==> config.mk <==
export PLATFORM = sky130hd
export DESIGN_NAME = axi_r_xbar
export DESIGN_NICKNAME = d
export VERILOG_FILES = /design/src/hw/axi_pkg.sv /design/src/hw/axi_r_xbar.sv /design/src/hw/axi_r_router.sv /design/src/hw/axi_r_slice.sv
export SDC_FILE = /design/constraint.sdc
export NUM_CORES = 1
export LEC_CHECK = 0
export ABC_CLOCK_PERIOD_IN_PS = 6300
export BUFFER_PORTS_ARGS = -buffer_cell sky130_fd_sc_hd__buf_2
export CORE_ASPECT_RATIO = 0.75
export CORE_UTILIZATION = 30
export CTS_BUF_LIST = sky130_fd_sc_hd__clkbuf_4 sky130_fd_sc_hd__clkbuf_8
export DETAILED_ROUTE_END_ITERATION = 16
export HOLD_SLACK_MARGIN = 0.03
export PLACE_DENSITY = 0.58
export SYNTH_ARGS = -nofsm -noshare
export SYNTH_HDL_FRONTEND = slang
export SYNTH_SLANG_ARGS = --single-unit
==> constraint.sdc <==
create_clock -name clk -period 6.3 [get_ports clk]
set_input_delay 1.89 -clock clk [delete_from_list [all_inputs] [get_ports clk]]
set_output_delay 1.89 -clock clk [all_outputs]
set_load 0.02 [all_outputs]
==> src/hw/axi_pkg.sv <==
`default_nettype none

package axi_pkg;

  // Port counts of the read return path
  localparam int num_slv = 3;
  localparam int num_mst = 2;

  // Master index field in the low bits of the slave-side ID
  localparam int sel_w = 1;

  // AXI read response
  typedef enum logic [1:0] {
    okay   = 2'b00,
    exokay = 2'b01,
    slverr = 2'b10,
    decerr = 2'b11
  } resp_t;

  // Grant state of the router, one lock per slave
  typedef enum logic [1:0] {
    lock_no = 2'd0,
    lock_s0 = 2'd1,
    lock_s1 = 2'd2,
    lock_s2 = 2'd3
  } lock_t;

endpackage

`default_nettype wire
==> src/hw/axi_r_xbar.sv <==
`timescale 1ns/1ps
`default_nettype none

module axi_r_xbar #(
  parameter int data_w = 32,
  parameter int mid_w  = 4
) (
  input  wire logic                              clk,
  input  wire logic                              rstn,
  // Slave 0
  input  wire logic                              rvalid_s0,
  output logic                                   rready_s0,
  input  wire logic [mid_w+axi_pkg::sel_w-1:0]  rid_s0,
  input  wire logic [data_w-1:0]                rdata_s0,
  input  wire logic [1:0]                       rresp_s0,
  input  wire logic                              rlast_s0,
  // Slave 1
  input  wire logic                              rvalid_s1,
  output logic                                   rready_s1,
  input  wire logic [mid_w+axi_pkg::sel_w-1:0]  rid_s1,
  input  wire logic [data_w-1:0]                rdata_s1,
  input  wire logic [1:0]                       rresp_s1,
  input  wire logic                              rlast_s1,
  // Slave 2
  input  wire logic                              rvalid_s2,
  output logic                                   rready_s2,
  input  wire logic [mid_w+axi_pkg::sel_w-1:0]  rid_s2,
  input  wire logic [data_w-1:0]                rdata_s2,
  input  wire logic [1:0]                       rresp_s2,
  input  wire logic                              rlast_s2,
  // Master 0
  output logic                                   rvalid_m0,
  input  wire logic                              rready_m0,
  output logic      [mid_w-1:0]                 rid_m0,
  output logic      [data_w-1:0]                rdata_m0,
  output logic      [1:0]                       rresp_m0,
  output logic                                   rlast_m0,
  // Master 1
  output logic                                   rvalid_m1,
  input  wire logic                              rready_m1,
  output logic      [mid_w-1:0]                 rid_m1,
  output logic      [data_w-1:0]                rdata_m1,
  output logic      [1:0]                       rresp_m1,
  output logic                                   rlast_m1
);

  import axi_pkg::*;

  localparam int sid_w = mid_w + sel_w;

  typedef struct packed {
    logic [sid_w-1:0]  id;
    logic [data_w-1:0] data;
    resp_t             resp;
    logic              last;
  } s_beat_t;

  typedef struct packed {
    logic [mid_w-1:0]  id;
    logic [data_w-1:0] data;
    resp_t             resp;
    logic              last;
  } m_beat_t;

  // Port side of the slave slices
  logic [num_slv-1:0] si_valid;
  logic [num_slv-1:0] si_ready;
  s_beat_t            si_beat [num_slv];
  // Router side
  logic [num_slv-1:0] s_valid;
  logic [num_slv-1:0] s_ready;
  s_beat_t            s_beat [num_slv];
  logic [num_mst-1:0] m_valid;
  logic [num_mst-1:0] m_ready;
  m_beat_t            m_beat [num_mst];
  // Port side of the master slices
  logic [num_mst-1:0] mo_valid;
  logic [num_mst-1:0] mo_ready;
  m_beat_t            mo_beat [num_mst];

  assign si_valid = {rvalid_s2, rvalid_s1, rvalid_s0};
  assign {rready_s2, rready_s1, rready_s0} = si_ready;

  always_comb begin
    si_beat[0] = '{id: rid_s0, data: rdata_s0, resp: resp_t'(rresp_s0), last: rlast_s0};
    si_beat[1] = '{id: rid_s1, data: rdata_s1, resp: resp_t'(rresp_s1), last: rlast_s1};
    si_beat[2] = '{id: rid_s2, data: rdata_s2, resp: resp_t'(rresp_s2), last: rlast_s2};
  end

  for (genvar s = 0; s < num_slv; s++) begin : g_slv
    axi_r_slice #(.beat_t(s_beat_t)) u_slice (
      .clk,
      .rstn,
      .in_valid  (si_valid[s]),
      .in_ready  (si_ready[s]),
      .in_beat   (si_beat[s]),
      .out_valid (s_valid[s]),
      .out_ready (s_ready[s]),
      .out_beat  (s_beat[s])
    );
  end

  axi_r_router #(
    .data_w   (data_w),
    .mid_w    (mid_w),
    .s_beat_t (s_beat_t),
    .m_beat_t (m_beat_t)
  ) u_router (
    .clk,
    .rstn,
    .s_valid,
    .s_ready,
    .s_beat,
    .m_valid,
    .m_ready,
    .m_beat
  );

  for (genvar m = 0; m < num_mst; m++) begin : g_mst
    axi_r_slice #(.beat_t(m_beat_t)) u_slice (
      .clk,
      .rstn,
      .in_valid  (m_valid[m]),
      .in_ready  (m_ready[m]),
      .in_beat   (m_beat[m]),
      .out_valid (mo_valid[m]),
      .out_ready (mo_ready[m]),
      .out_beat  (mo_beat[m])
    );
  end

  assign mo_ready = {rready_m1, rready_m0};

  // Unpack master beats onto the AXI R ports
  assign rvalid_m0 = mo_valid[0];
  assign rid_m0    = mo_beat[0].id;
  assign rdata_m0  = mo_beat[0].data;
  assign rresp_m0  = mo_beat[0].resp;
  assign rlast_m0  = mo_beat[0].last;

  assign rvalid_m1 = mo_valid[1];
  assign rid_m1    = mo_beat[1].id;
  assign rdata_m1  = mo_beat[1].data;
  assign rresp_m1  = mo_beat[1].resp;
  assign rlast_m1  = mo_beat[1].last;

endmodule

`default_nettype wire

==> src/hw/axi_r_router.sv <==
`timescale 1ns/1ps
`default_nettype none

module axi_r_router #(
  parameter int  data_w   = 32,
  parameter int  mid_w    = 4,
  parameter type s_beat_t = logic,
  parameter type m_beat_t = logic
) (
  input  wire logic                         clk,
  input  wire logic                         rstn,
  input  wire logic [axi_pkg::num_slv-1:0] s_valid,
  output logic      [axi_pkg::num_slv-1:0] s_ready,
  input  wire s_beat_t                      s_beat [axi_pkg::num_slv],
  output logic      [axi_pkg::num_mst-1:0] m_valid,
  input  wire logic [axi_pkg::num_mst-1:0] m_ready,
  output m_beat_t                           m_beat [axi_pkg::num_mst]
);

  import axi_pkg::*;

  localparam int sid_w = mid_w + sel_w;
  localparam int idx_w = $clog2(num_slv);

  lock_t             lock_q;
  lock_t             lock_d;
  s_beat_t           beat_q;
  logic              beat_vld;
  logic              vld_d;
  logic              load;
  logic [idx_w-1:0]  cur;
  logic [idx_w-1:0]  pick;
  logic [idx_w-1:0]  load_idx;
  logic              any_valid;
  logic [sid_w-1:0]  sid;
  logic [sel_w-1:0]  dst;
  logic [mid_w-1:0]  fwd_id;
  logic [data_w-1:0] fwd_data;
  logic              xfer;

  // Slave index held by the current lock
  always_comb begin
    case (lock_q)
      lock_s1: cur = idx_w'(1);
      lock_s2: cur = idx_w'(2);
      default: cur = idx_w'(0);
    endcase
  end

  // Fixed priority, lowest slave index wins
  always_comb begin
    any_valid = 1'b0;
    pick      = '0;
    for (int i = num_slv - 1; i >= 0; i--) begin
      if (s_valid[i]) begin
        any_valid = 1'b1;
        pick      = idx_w'(i);
      end
    end
  end

  assign sid      = beat_q.id;
  assign dst      = sid[sel_w-1:0];
  assign fwd_id   = sid[sid_w-1:sel_w];
  assign fwd_data = beat_q.data;
  assign xfer     = beat_vld && m_ready[dst];

  always_comb begin
    lock_d = lock_q;
    vld_d  = beat_vld;
    load   = 1'b0;
    if (lock_q == lock_no) begin
      if (any_valid) begin
        case (pick)
          idx_w'(0): lock_d = lock_s0;
          idx_w'(1): lock_d = lock_s1;
          default:   lock_d = lock_s2;
        endcase
        vld_d = 1'b1;
        load  = 1'b1;
      end
    end else if (beat_vld) begin
      if (xfer) begin
        vld_d = 1'b0;
        // Burst done, release the grant
        if (beat_q.last) begin
          lock_d = lock_no;
        end
      end
    end else if (s_valid[cur]) begin
      vld_d = 1'b1;
      load  = 1'b1;
    end
  end

  assign load_idx = (lock_q == lock_no) ? pick : cur;

  always_ff @(posedge clk or negedge rstn) begin
    if (!rstn) begin
      lock_q   <= lock_no;
      beat_vld <= 1'b0;
    end else begin
      lock_q   <= lock_d;
      beat_vld <= vld_d;
    end
  end

  always_ff @(posedge clk) begin
    if (load) begin
      beat_q <= s_beat[load_idx];
    end
  end

  // Pop the slave beat together with the master transfer
  always_comb begin
    for (int i = 0; i < num_slv; i++) begin
      s_ready[i] = xfer && (cur == idx_w'(i));
    end
  end

  always_comb begin
    for (int m = 0; m < num_mst; m++) begin
      m_valid[m]     = beat_vld && (dst == sel_w'(m));
      m_beat[m].id   = fwd_id;
      m_beat[m].data = fwd_data;
      m_beat[m].resp = beat_q.resp;
      m_beat[m].last = beat_q.last;
    end
  end

endmodule

`default_nettype wire

==> src/hw/axi_r_slice.sv <==
`timescale 1ns/1ps
`default_nettype none

module axi_r_slice #(
  parameter type beat_t = logic
) (
  input  wire logic  clk,
  input  wire logic  rstn,
  input  wire logic  in_valid,
  output logic       in_ready,
  input  wire beat_t in_beat,
  output logic       out_valid,
  input  wire logic  out_ready,
  output beat_t      out_beat
);

  logic  skid_valid;
  beat_t skid_beat;
  logic  out_free;

  // Output register can take a new beat this cycle
  assign out_free = !out_valid || out_ready;

  // Ready only depends on the skid entry, so no path from out_ready
  assign in_ready = !skid_valid;

  always_ff @(posedge clk or negedge rstn) begin
    if (!rstn) begin
      out_valid  <= 1'b0;
      skid_valid <= 1'b0;
    end else begin
      if (out_free) begin
        if (skid_valid) begin
          out_valid  <= 1'b1;
          skid_valid <= 1'b0;
        end else begin
          out_valid <= in_valid;
        end
      end else if (in_valid && in_ready) begin
        // Output stalled, park the beat
        skid_valid <= 1'b1;
      end
    end
  end

  always_ff @(posedge clk) begin
    if (in_valid && in_ready) begin
      if (out_free) begin
        out_beat <= in_beat;
      end else begin
        skid_beat <= in_beat;
      end
    end else if (skid_valid && out_ready) begin
      out_beat <= skid_beat;
    end
  end

endmodule

`default_nettype wire

==> results of run 1 <==
[worst max-delay path: cells and delay by family]
kind | cells | cell delay (ns)
AND/OR/NAND/NOR | 2 | 1.91
buffers and inverters | 1 | 0.12
[how the worst min path moves through the flow]
stage	endpoint	slack, ns
after detailed placement	g_mst[0].u_slice.skid_beat[29]	0.50
final	g_mst[0].u_slice.skid_beat[29]	0.50
after global placement	g_mst[1].u_slice.skid_beat[22]	0.48
after floorplan	g_mst[0].u_slice.skid_beat[10]	0.46
after CTS	g_mst[0].u_slice.skid_beat[10]	0.50
after global routing	g_mst[1].u_slice.skid_beat[34]	0.52
[metal layers]
| metal | routed length (um) | global-route usage, % |
|---|---|---|
| met1 | 19800 | 20.4 |
| met2 | 19000 | 21.4 |
| met3 | 3660 | 5.20 |
| met4 | 856 | 4.45 |
| met5 | 113 | 0 |
[state kept, by name (all words and copies together), names as in the netlist]
register,flops
g_mst.u_slice.skid_valid,2
u_router.sid,5
u_router.m_beat,3
u_router.lock_q,2
g_mst.u_slice.out_valid,2
g_slv.u_slice.out_valid,3
g_slv.u_slice.skid_valid,3
u_router.beat_vld,1
u_router.fwd_data,32
g_slv.u_slice.out_beat,120
g_slv.u_slice.skid_beat,120
g_mst.u_slice.skid_beat,78
g_mst.u_slice.out_beat,78
[logic make-up after synthesis]
group                  synth area share [%]
AOI/OAI and AO/OA                      5.00
buffers and inverters                  1.79
DFF                                    77.0
muxes                                  13.8
and+or+nand+nor                        2.44
[area by class of cell]
| class | instances | area, um2 |
|---|---|---|
| multi-input cells | 425 | 3810 |
| well taps | 780 | 976 |
| flip-flops and latches | 449 | 13400 |
| inverters | 7 | 27.5 |
| clock buffers | 102 | 1270 |
| clock inverters | 31 | 275 |
| repair buffers | 224 | 1160 |
| diodes | 9 | 22.5 |
| fillers | 5426 | 36500 |
[cell usage after synthesis (3+ instances only)]
master	instances
buf_2	4
o21ai_0	42
buf_1	15
nand2_1	10
nor2_1	23
a211oi_1	41
edfxtp_1	436
o31ai_1	3
inv_1	6
a21o_1	3
buf_6	8
mux2_2	160
nand2b_1	5
clkbuf_1	30
mux2_4	39
nand3_1	41
a31oi_1	40
dfrtp_1	13
[power breakdown]
| part | internal [W] | total [W] | switching (W) |
|---|---|---|---|
| logic | 0.00108 | 0.00297 | 0.00189 |
| registers | 0.00468 | 0.00514 | 0.000466 |
| clock network | 0.00152 | 0.00270 | 0.00118 |
| total | 0.00727 | 0.0108 | 0.00354 |
[cell usage in the layout (no fill, tap or decap), types with 8 or more instances in the layout]
cell and instances:
diode_2 9, nor2_4 8, clkinv_1 15, a31oi_1 40
mux2_4 39, a211oi_1 41, nand3_1 41, buf_2 209
dfrtp_1 11, mux2_2 160, edfxtp_1 436, clkbuf_8 81
nor2_1 15, clkbuf_4 21, o21ai_0 42, buf_4 15
[stage by stage]
stage,setup slack (ns),cell area (um2)
floorplan,1.64,17400
global placement,1.93,19400
detailed placement,1.85,19400
CTS,2.57,20900
global route,2.42,20900
finish,2.58,21000
==> results.txt, run 1 <==
----------------------------------------------------
[Synthesis]
  Post-Syn Instances ... ~940
  Fraction of the yosys area taken by sequential cells ... between 70% and 80%
  Mean cell area of the mapped netlist ... roughly 19 um2
  Ranking of synthesized cells by area ... edfxtp_1 75%, mux2_2 10%, mux2_4 3.4%, dfrtp_1 1.9%, a211oi_1 1.8%
  Yosys Warn Count ... 0
  Unique masters post-synth ... 35
  Yosys top cell by area ... edfxtp_1
  Number of enable flip-flop cells after synthesis ... 436
  Post-synth top area share ... roughly 75%
  Flop and latch count out of synthesis ... between 400 and 500
  Mapped Nets ... roughly 1100
  Share of synthesized flip-flops with an asynchronous set or reset ... 2.90%
  Netlist Area Pre-Place ... 0.0174 mm2
  Dominant synthesized flop cell ... edfxtp_1

[Timing]
  Setup-failing EPs final ... 0
  Total Negative Setup Slacks ... 0 ns
  Achievable frequency ... between 200 and 300 MHz
  Final max-slew violation count ... 0
  Setup repair after global routing missed its margin ... false
  Final Hold Vio Count ... 0
  Min cycle time layout ... about 3.7 ns
  Ratio of final minimum period to clock period ... 59.0%
  Worst-case headroom to the max-slew limit ... 15.1%
  Transition time at the pin with the least slew margin ... 1.27 ns
  Final setup skew ... between 0.03 and 0.04 ns
  Tightest hold margin ... between 0.4 and 0.5 ns

[Critical path]
  Worst setup slack for register-to-register paths ... 2.96 ns
  Peak fanout along the critical path ... 41
  Reg-to-Reg End ... u_router.fwd_data[4]
  Critical Path End Type ... flip-flop
  Worst path arrival time ... between 3 and 4 ns
  Critical path start-end classification ... in -> reg
  CP cell instances ... buf_2 > nand2_2 > nor2_4
  Kind of start point of the critical path ... input port
  Crit. Startpoint ... rvalid_s1
  Worst setup path endpoint ... g_slv[1].u_slice.skid_beat[30]
  Number of cells on the worst reg-to-reg path ... 3
  Worst-path cell with the longest stage delay ... nor2_4
  Critical path required time ... about 6.5 ns
  Startpoint of the worst-slack reg-to-reg timing path ... u_router.lock_q[1]
  Critical Path Max Stage Delay ... 1.26 ns

[Drt]
  DRC ... 0
  Number of detailed-routing iterations run before antenna repair ... 5
  Via total after detailed routing ... 9287
  Post-DR wirelength/cell ... approximately 21 um
  Drt total wl ... about 43 mm
  Iteration-0 DRC Markers ... roughly 670
  Via density per instance ... 4.58
  Number of routed nets with antenna violations ... 0

[Global routing]
  Number of antenna violations at the first check in global routing ... 19
  Maximum number of pins on one net before global-route repair ... 51
  GRT Residual Overflow ... 0
  Gr usage total ... ~15%
  Wire length of the first global-routing pass ... 62.7 mm
  Number of global-route vias before repair ... just over 9000

[Cells and area]
  Final non-filler cell total ... 2027
  Syn-to-layout area delta ... 20.2%
  Final core utilization ... a little over a third
  Fraction of final layout cells with drive strength greater than 1 ... a little under half
  Final net count ... about 1300

[CTS]
  Number of setup buffers added after CTS ... 0
  Clock latency on the worst-skew pair ... 0.65 ns
  Total of hold buffers inserted after clock tree synthesis ... 0
  Number of buffers created by CTS ... 76
  Clock tree from TritonCTS ... done
  CTS root buf ... clkbuf_8
  PostCTS Resize Cnt ... 0
  Clock-pin slew on the worst setup and hold paths ... about 0.06 ns
  Clock Sinks ... 449
  Clk buf depth ... 3
  Number of levels in the clock H-tree ... 3

[Placed design]
  Port-buffer cells ... ~210
  DP Cell Count ... between 1500 and 2000
  Global placement routability congestion ... between 0.7 and 0.8
  Dpl hpwl ... ~28 mm

[Worst hold path]
  Number of cells on the worst hold path ... 0
  Worst Hold Class ... reg -> reg
  Startpoint of the tightest hold check path ... u_router.fwd_data[26]

[Die]
  Area of the core ... around 0.057 mm2
  Height of the die ... 211 um
  IO Pins ... 210
  Number of rows created at floorplan ... 76
  Die Area ... approximately 0.059 mm2
  Initial cell density of the core ... a little under a third
  Width of the die ... 280 um

[Run status]
  Result of the run ... finished, final reports clean

[Power and ir drop]
  Maximum VDD drop ... 0.000188 V
  Leakage power ... 7.31 nW
  Ratio of total power to cell area ... approximately 520 mW/mm2
  Total Power ... 0.0108 W

[Run]
  Max-cap violations ... 0

----------------------------------------------------
Note: power is estimated with default switching activity, not from simulation.
==> inputs of run 2 (changes only) <==
- ABC_AREA: default -> 1
- ABC_CLOCK_PERIOD_IN_PS: 6300 -> 3350
- PLACE_DENSITY: 0.58 -> 0.59
- clock period: 6.3 -> 3.35 ns (I/O delays scaled with it)
==> run 2 against run 1 <==
Against the previous run:
- setup slack lost 1.6 ns
- sequential power grew 88%
- global-route usage shrank 0.85 points
- sequential share of layout area shrank 0.30 points
- cell area grew 0.45%
- combinational power grew 120%
- die area grew 0.30%
- register-to-register slack lost 2.0 ns
- critical endpoint is now rready_s2
- first-iteration DRC count grew 2.8%
==> results.txt, run 2 <==
----------------------------------------------------
[Timing]
  PnR worst setup slack ... 0.958 ns (-1.62 ns)
  Setup-failing EPs final ... 0 (unchanged)
  Achievable frequency ... 418 MHz
  Min cycle time layout ... between 2 and 2.5 ns
  Transition time at the pin with the least slew margin ... 0.882 ns (-0.388 ns)
  Ratio of final minimum period to clock period ... 71.4%
  Setup repair after global routing missed its margin ... false
  Final setup skew ... 0.0358 ns (+0.00295 ns)
  Final max-slew violation count ... 0 (unchanged)
  Worst-case headroom to the max-slew limit ... 41.0% (+26 points)
  Final Hold Vio Count ... 0 (unchanged)
  Total Negative Setup Slacks ... 0 ns (unchanged)

[Placed design]
  Port-buffer cells ... 209 (unchanged)
  Dpl hpwl ... 27.6 mm (-1.5%)
  Global placement routability congestion ... 0.784 (+6.1%)
  DP Cell Count ... 2111 (+12%)
  Worst slack, placed ... 0.763 ns (-1.09 ns)

[Die]
  Height of the die ... 211 um (+0.15%)
  Number of rows created at floorplan ... 76 (unchanged)
  Area of the core ... 0.0575 mm2 (+0.17%)
  Initial cell density of the core ... 30.4% (+0.041 points)
  Die Area ... 0.0593 mm2 (+0.30%)
  Width of the die ... 281 um (+0.15%)
  IO Pins ... 210 (unchanged)

[CTS]
  Total of hold buffers inserted after clock tree synthesis ... 0 (unchanged)
  Clock Sinks ... 449 (unchanged)
  Number of setup buffers added after CTS ... 0 (unchanged)
  Number of buffers created by CTS ... 78 (+2.6%)
  Clk buf depth ... 3 (unchanged)
  Clock latency on the worst-skew pair ... 0.66 ns (about the same)
  PostCTS Resize Cnt ... 0 (unchanged)
  Clock-pin slew on the worst setup and hold paths ... 0.07 ns (about the same)
  Clock tree from TritonCTS ... done
  CTS root buf ... clkbuf_8
  Number of levels in the clock H-tree ... 3 (unchanged)

[Drt]
  Drt total wl ... 40.4 mm (-7.0%)
  Number of routed nets with antenna violations ... 0 (unchanged)
  Via density per instance ... 4.34 (-5.2%)
  DRC ... 0 (unchanged)
  Iteration-0 DRC Markers ... 688 (+2.8%)
  Number of detailed-routing iterations run before antenna repair ... 4 (-1)
  Post-DR wirelength/cell ... 18.0 um (-16%)
  Via total after detailed routing ... 9763 (+5.1%)

[Synthesis]
  Yosys top cell by area ... edfxtp_1
  Fraction of the yosys area taken by sequential cells ... 76.7% (-0.23 points)
  Cell with the most instances after synthesis ... edfxtp_1
  Number of enable flip-flop cells after synthesis ... 436 (unchanged)
  Post-synth top area share ... 74.9% (-0.23 points)
  Mapped Nets ... 1281 (+20%)
  Mean cell area of the mapped netlist ... 15.2 um2 (-18%)
  Dominant synthesized flop cell ... edfxtp_1
  Share of synthesized flip-flops with an asynchronous set or reset ... 2.90% (unchanged)
  Flop and latch count out of synthesis ... 449 (unchanged)
  Yosys Warn Count ... 0 (unchanged)
  Ranking of synthesized cells by area ... edfxtp_1 75%, mux2_2 5.5%, nand2_1 4.2%, o21ai_0 2.3%, mux2_1 2.2%
  Netlist Area Pre-Place ... 0.0175 mm2 (+0.30%)
  Synth cell count leaders ... 436 x edfxtp_1, 196 x nand2_1, 92 x inv_1
  Unique masters post-synth ... 20 (-43%)
  Post-Syn Instances ... 1154 (+23%)

[Global routing]
  Most Used Layer, Global Route ... met2
  Wire length of the first global-routing pass ... 61.0 mm (-2.7%)
  Maximum number of pins on one net before global-route repair ... 81 (+59%)
  Met3 global-route usage ... 4.60% (-0.60 points)
  Gr usage total ... 13.8% (-0.85 points)
  GR Layer Usage met1 ... 19.2% (-1.1 points)
  Number of global-route vias before repair ... 10100 (+7.8%)
  GRT Residual Overflow ... 0 (unchanged)
  Number of antenna violations at the first check in global routing ... 14 (-5)
  Met2 track demand over resource in global routing ... 19.8% (-1.6 points)

[Critical path]
  Critical Path Max Stage Delay ... 0.37 ns (-0.89 ns)
  Critical path required time ... 2.34 ns (-4.19 ns)
  Peak fanout along the critical path ... 3 (-93%)
  Critical Path End Type ... output port
  Critical path start-end classification ... reg -> out
  Kind of start point of the critical path ... flip-flop
  Worst-path cell with the longest stage delay ... dfrtp_1
  Dominant delay contributor by cell family on the critical path ... flip-flops
  Buffers plus inverters on the worst setup path ... 2 (+1)
  Worst path arrival time ... 1.39 ns (-2.56 ns)
  CP cell instances ... inv_1 > buf_2

[Cells and area]
  Fraction of final layout cells with drive strength greater than 1 ... 31.6% (-14 points)
  Filler Cell Count ... 5480 (+1.0%)
  Leading cell types in the layout, fill and taps excluded ... 436 x edfxtp_1, 209 x buf_2, 191 x nand2_1, 92 x inv_1, 86 x mux2_2
  Final core utilization ... 36.6% (+0.10 points)
  Most common cell after layout, fill and taps aside ... edfxtp_1
  Final net count ... 1538 (+17%)
  Syn-to-layout area delta ... 20.4%
  Registers with the most flip-flops ... g_slv.u_slice.out_beat x120, g_slv.u_slice.skid_beat x120
  Final non-filler cell total ... 2248 (+11%)

[Run status]
  Result of the run ... finished, final reports clean

[Worst hold path]
  Worst Hold Class ... in -> async

[Power and ir drop]
  Maximum VDD drop ... 0.000537 V (+180%)
  Ratio of total power to cell area ... 1000 mW/mm2 (+95%)
  Leakage power ... 7.96 nW (+8.8%)

[Run]
  Max-cap violations ... 0 (unchanged)

----------------------------------------------------
## run 2: cell types whose count changed in the layout (fill, tap and decap cells not counted), sizes merged, moves of 39 or more
cell	delta
nand4	+41
nand3b	+41
a31oi	-40
inv	+92
a211oi	-41
o21ai	+39
nand2	+191
mux2	-79
## run 2: power by group
group	internal (W)	switching [W]
combinational	0.00181	0.00483
sequential	0.00899	0.000680
clock	0.00264	0.00220
total	0.0134	0.00771
## run 2: path summary, 6_finish.rpt
check                                            endpoint  slack [ns]                         from  depth (start not counted)
setup / recovery                                rready_s2        0.96  g_slv[2].u_slice.skid_valid                          2
hold / removal                         u_router.lock_q[1]        0.28                         rstn                          1
setup reg to reg            g_slv[1].u_slice.skid_beat[5]        1.01            u_router.beat_vld                          6
hold reg to reg            g_mst[1].u_slice.skid_beat[34]        0.47        u_router.fwd_data[31]                          0
max in group asynchronous     g_slv[0].u_slice.skid_valid        2.75                         rstn                          1
min in group clk           g_mst[1].u_slice.skid_beat[34]        0.47        u_router.fwd_data[31]                          0
## run 2: final cells by class
class                      count  area [um2]  area share (%)
sequential                   449       13400            63.7
multi-input combinational    554        3530            16.8
timing repair buffer         234        1280            6.10
clock buffer                  99        1230            5.85
tap                          780         976            4.63
inverter                      94         353            1.68
clock inverter                33         249            1.18
antenna                        5        12.5          0.0594
## run 2: kinds of logic after synthesis
logic type | Yosys count | synth area share [%]
muxes | 120 | 7.73
AOI/OAI and AO/OA | 86 | 2.46
and+or+nand+nor | 348 | 9.42
DFF | 449 | 76.7
buffers and inverters | 151 | 3.66
## run 2: routing by layer
metal	part of all wire, %	wire [um]
met1	48	19300
met2	42	17200
met3	6.9	2790
met4	2.7	1080
met5	0.29	117
## run 2: metrics by stage
step	power (W)	hold WS [ns]	instance area, um2
floorplan	0.0138	0.445	17500
finish	0.0212	0.281	21100
detailed placement	0.0166	0.468	19600
global placement	0.0165	0.458	19600
CTS	0.0216	0.202	21000
global route	0.0225	0.240	21100
==> inputs of run 3 (changes only) <==
- ABC_AREA: 1 -> 0
- ABC_CLOCK_PERIOD_IN_PS: 3350 -> 2400
- PLACE_DENSITY: 0.59 -> 0.58
- clock period: 3.35 -> 2.4 ns (I/O delays scaled with it)
==> run 3 against run 2 <==
Against the previous run:
- critical path depth increased by 4
- total power is 36% higher
- cell area increased by 1.7%
- wire length is 9.2% higher
- clock power increased by 39%
- combinational power grew 32%
- global-route usage increased by 1.1 points
- critical path type is now reg -> reg
- highest routed layer unchanged
- non-clock buffer count up 37
- largest power group unchanged
- die area fell by 0.30%
- critical endpoint is now u_router.fwd_data[20]
- final cell count decreased by 7.9%
==> results.txt, run 3 (same netlist as run 1, synthesis figures left out) <==
----------------------------------------------------
[CTS]
  PostCTS Resize Cnt ... 0 (unchanged)
  Number of levels in the clock H-tree ... 3 (unchanged)
  Number of setup buffers added after CTS ... 0 (unchanged)
  Number of buffers created by CTS ... 76 (-2.6%)
  Clock tree from TritonCTS ... done
  Clock latency on the worst-skew pair ... 0.63 ns (-0.03 ns)
  Clk buf depth ... 3 (unchanged)
  Clock Sinks ... 449 (unchanged)
  CTS root buf ... clkbuf_8
  Clock-pin slew on the worst setup and hold paths ... 0.06 ns (about the same)

[Global routing]
  Number of antenna violations at the first check in global routing ... 6 (-8)
  Wire length of the first global-routing pass ... 63.9 mm (+4.7%)
  GRT Residual Overflow ... 0 (unchanged)
  Number of global-route vias before repair ... 9719 (-3.5%)
  Maximum number of pins on one net before global-route repair ... 46 (-43%)
  Gr usage total ... 14.9% (+1.1 points)

[Critical path]
  Critical path required time ... 2.71 ns (+0.37 ns)
  Buffers plus inverters on the worst setup path ... 3 (+1)
  Reg-to-Reg End ... u_router.fwd_data[20]
  Kind of start point of the critical path ... flip-flop
  Dominant delay contributor by cell family on the critical path ... buffers and inverters
  Critical Path Max Stage Delay ... 0.37 ns (about the same)
  Worst path arrival time ... 2.42 ns (+1.03 ns)
  CP cell instances ... buf_4 > buf_4 > nor2b_1 > o21ai_0 > and3_2 > buf_12
  Worst-path cell with the longest stage delay ... buf_4
  Worst setup slack for register-to-register paths ... 0.29 ns (-0.72 ns)
  Critical Path End Type ... flip-flop
  Critical path's most frequent cell ... buf_4
  Startpoint of the worst-slack reg-to-reg timing path ... u_router.lock_q[1]
  Peak fanout along the critical path ... 29 (+26)
  Critical path start-end classification ... reg -> reg
  Number of cells on the worst reg-to-reg path ... 6 (unchanged)

[Timing]
  Final setup skew ... 0.0165 ns (-0.0193 ns)
  Setup repair after global routing missed its margin ... false
  Transition time at the pin with the least slew margin ... 1.04 ns (+0.160 ns)
  Final max-slew violation count ... 0 (unchanged)
  Worst-case headroom to the max-slew limit ... 30.5% (-11 points)
  Ratio of final minimum period to clock period ... between 80 and 90%
  Setup-failing EPs final ... 0 (unchanged)
  Final Hold Vio Count ... 0 (unchanged)
  Achievable frequency ... 474 MHz
  Min cycle time layout ... 2.11 ns

[Power and ir drop]
  Total Power ... 0.0288 W (+36%)
  Maximum VDD drop ... 0.000603 V (+12%)
  Leakage power ... 7.58 nW (-4.8%)
  Ratio of total power to cell area ... 1350 mW/mm2 (+34%)

[Cells and area]
  Registers with the most flip-flops ... g_slv.u_slice.out_beat x120, g_slv.u_slice.skid_beat x120
  Leading cell types in the layout, fill and taps excluded ... 436 x edfxtp_1, 209 x buf_2, 160 x mux2_2, 81 x clkbuf_8, 48 x buf_4
  Final core utilization ... 37.3% (+0.67 points)
  Syn-to-layout area delta ... 22.8%
  Filler Cell Count ... 5424 (-1.0%)
  Most common cell after layout, fill and taps aside ... edfxtp_1
  Fraction of final layout cells with drive strength greater than 1 ... 46.9% (+15 points)
  Final net count ... 1358 (-12%)

[Drt]
  Drt total wl ... 44.1 mm (+9.2%)
  Number of routed nets with antenna violations ... 0 (unchanged)
  Iteration-0 DRC Markers ... 681 (-1.0%)
  DRC ... 0 (unchanged)
  Via density per instance ... 4.55 (+4.8%)
  Post-DR wirelength/cell ... 21.3 um (+19%)
  Via total after detailed routing ... 9417 (-3.5%)
  Number of detailed-routing iterations run before antenna repair ... 5 (+1)

[Die]
  Width of the die ... 280 um (-0.15%)
  Die Area ... 0.0591 mm2 (-0.30%)
  Height of the die ... 211 um (-0.15%)
  IO Pins ... 210 (unchanged)
  Initial cell density of the core ... 30.4% (-0.041 points)
  Number of rows created at floorplan ... 76 (unchanged)
  Area of the core ... 0.0574 mm2 (-0.17%)

[Placed design]
  Dpl hpwl ... 29.4 mm (+6.7%)
  Global placement routability congestion ... 0.778 (-0.73%)
  Port-buffer cells ... 209 (unchanged)

[Worst hold path]
  Worst Hold Class ... in -> reg
  Worst Hold End ... g_slv[0].u_slice.skid_beat[23]
  Startpoint of the tightest hold check path ... rdata_s0[20]
  Number of cells on the worst hold path ... 1

[Run status]
  Result of the run ... finished, final reports clean

[Run]
  Max-cap violations ... 0 (unchanged)

----------------------------------------------------
run 3: changes by cell type in the layout (fill, tap and decap cells not counted), moves of 41 or more:
cell      previous run  this run
inv_1               92         5
mux2_2              86       160
nand4_1             41         0
nand2_1            191         7
nand3b_1            41         0
a211oi_1             0        41
run 3: layer usage:
metal,share of wire [%],up-vias,GRT usage (%)
li1,-,4347,-
met1,49,4716,21.5
met2,43,279,21.8
met3,6.2,69,4.27
met4,1.7,6,3.99
met5,0.097,-,0
run 3: final cells by class:
| type | count | area [um2] | share of cell area, % |
|---|---|---|---|
| flip-flops and latches | 449 | 13400 | 62.7 |
| multi-input cells | 426 | 3820 | 17.9 |
| repair buffers | 271 | 1680 | 7.83 |
| clock buffers | 92 | 1200 | 5.59 |
| well taps | 780 | 976 | 4.56 |
| clock inverters | 41 | 274 | 1.28 |
| inverters | 7 | 26.3 | 0.123 |
| diodes | 4 | 10.0 | 0.0468 |
run 3: through the flow:
stage | TNS, ns | setup WS, ns | area, um2 | hold WS [ns] | std cells
detailed placement | 0 | 0.0174 | 19900 | 0.495 | 1931
finish | 0 | 0.289 | 21400 | 0.276 | 2070
global route | 0 | 0.150 | 21400 | 0.212 | 2066
global placement | 0 | 0.0413 | 19900 | 0.485 | 1931
floorplan | -5.82 | -0.149 | 17500 | 0.424 | 939
CTS | 0 | 0.100 | 21400 | 0.201 | 2065
run 3: worst max-delay path by stage:
stage	from	to	slack, ns	depth (start not counted)
floorplan	rready_m0	g_mst[0].u_slice.skid_beat[0]	-0.15	2
global placement	rvalid_s2	g_slv[2].u_slice.skid_beat[24]	0.04	4
detailed placement	rvalid_s2	g_slv[2].u_slice.skid_beat[24]	0.02	4
CTS	u_router.sid[0]	g_slv[2].u_slice.skid_beat[25]	0.10	5
global route	u_router.lock_q[1]	u_router.fwd_data[17]	0.15	6
finish	u_router.lock_q[1]	u_router.fwd_data[20]	0.29	6
run 3: what timing repair did:
item	in CTS	in global routing
hold buffers	1	0
endpoints found under the setup margin	0	8
endpoints found under the hold margin	13	0
run 3: report_power, final:
part	internal, W	switching [W]	total (W)	leakage (nW)
sequential	0.0123	0.00106	0.0133	4.18
clock	0.00371	0.00303	0.00674	0.776
combinational	0.00348	0.00530	0.00878	2.62
total	0.0194	0.00940	0.0288	7.58
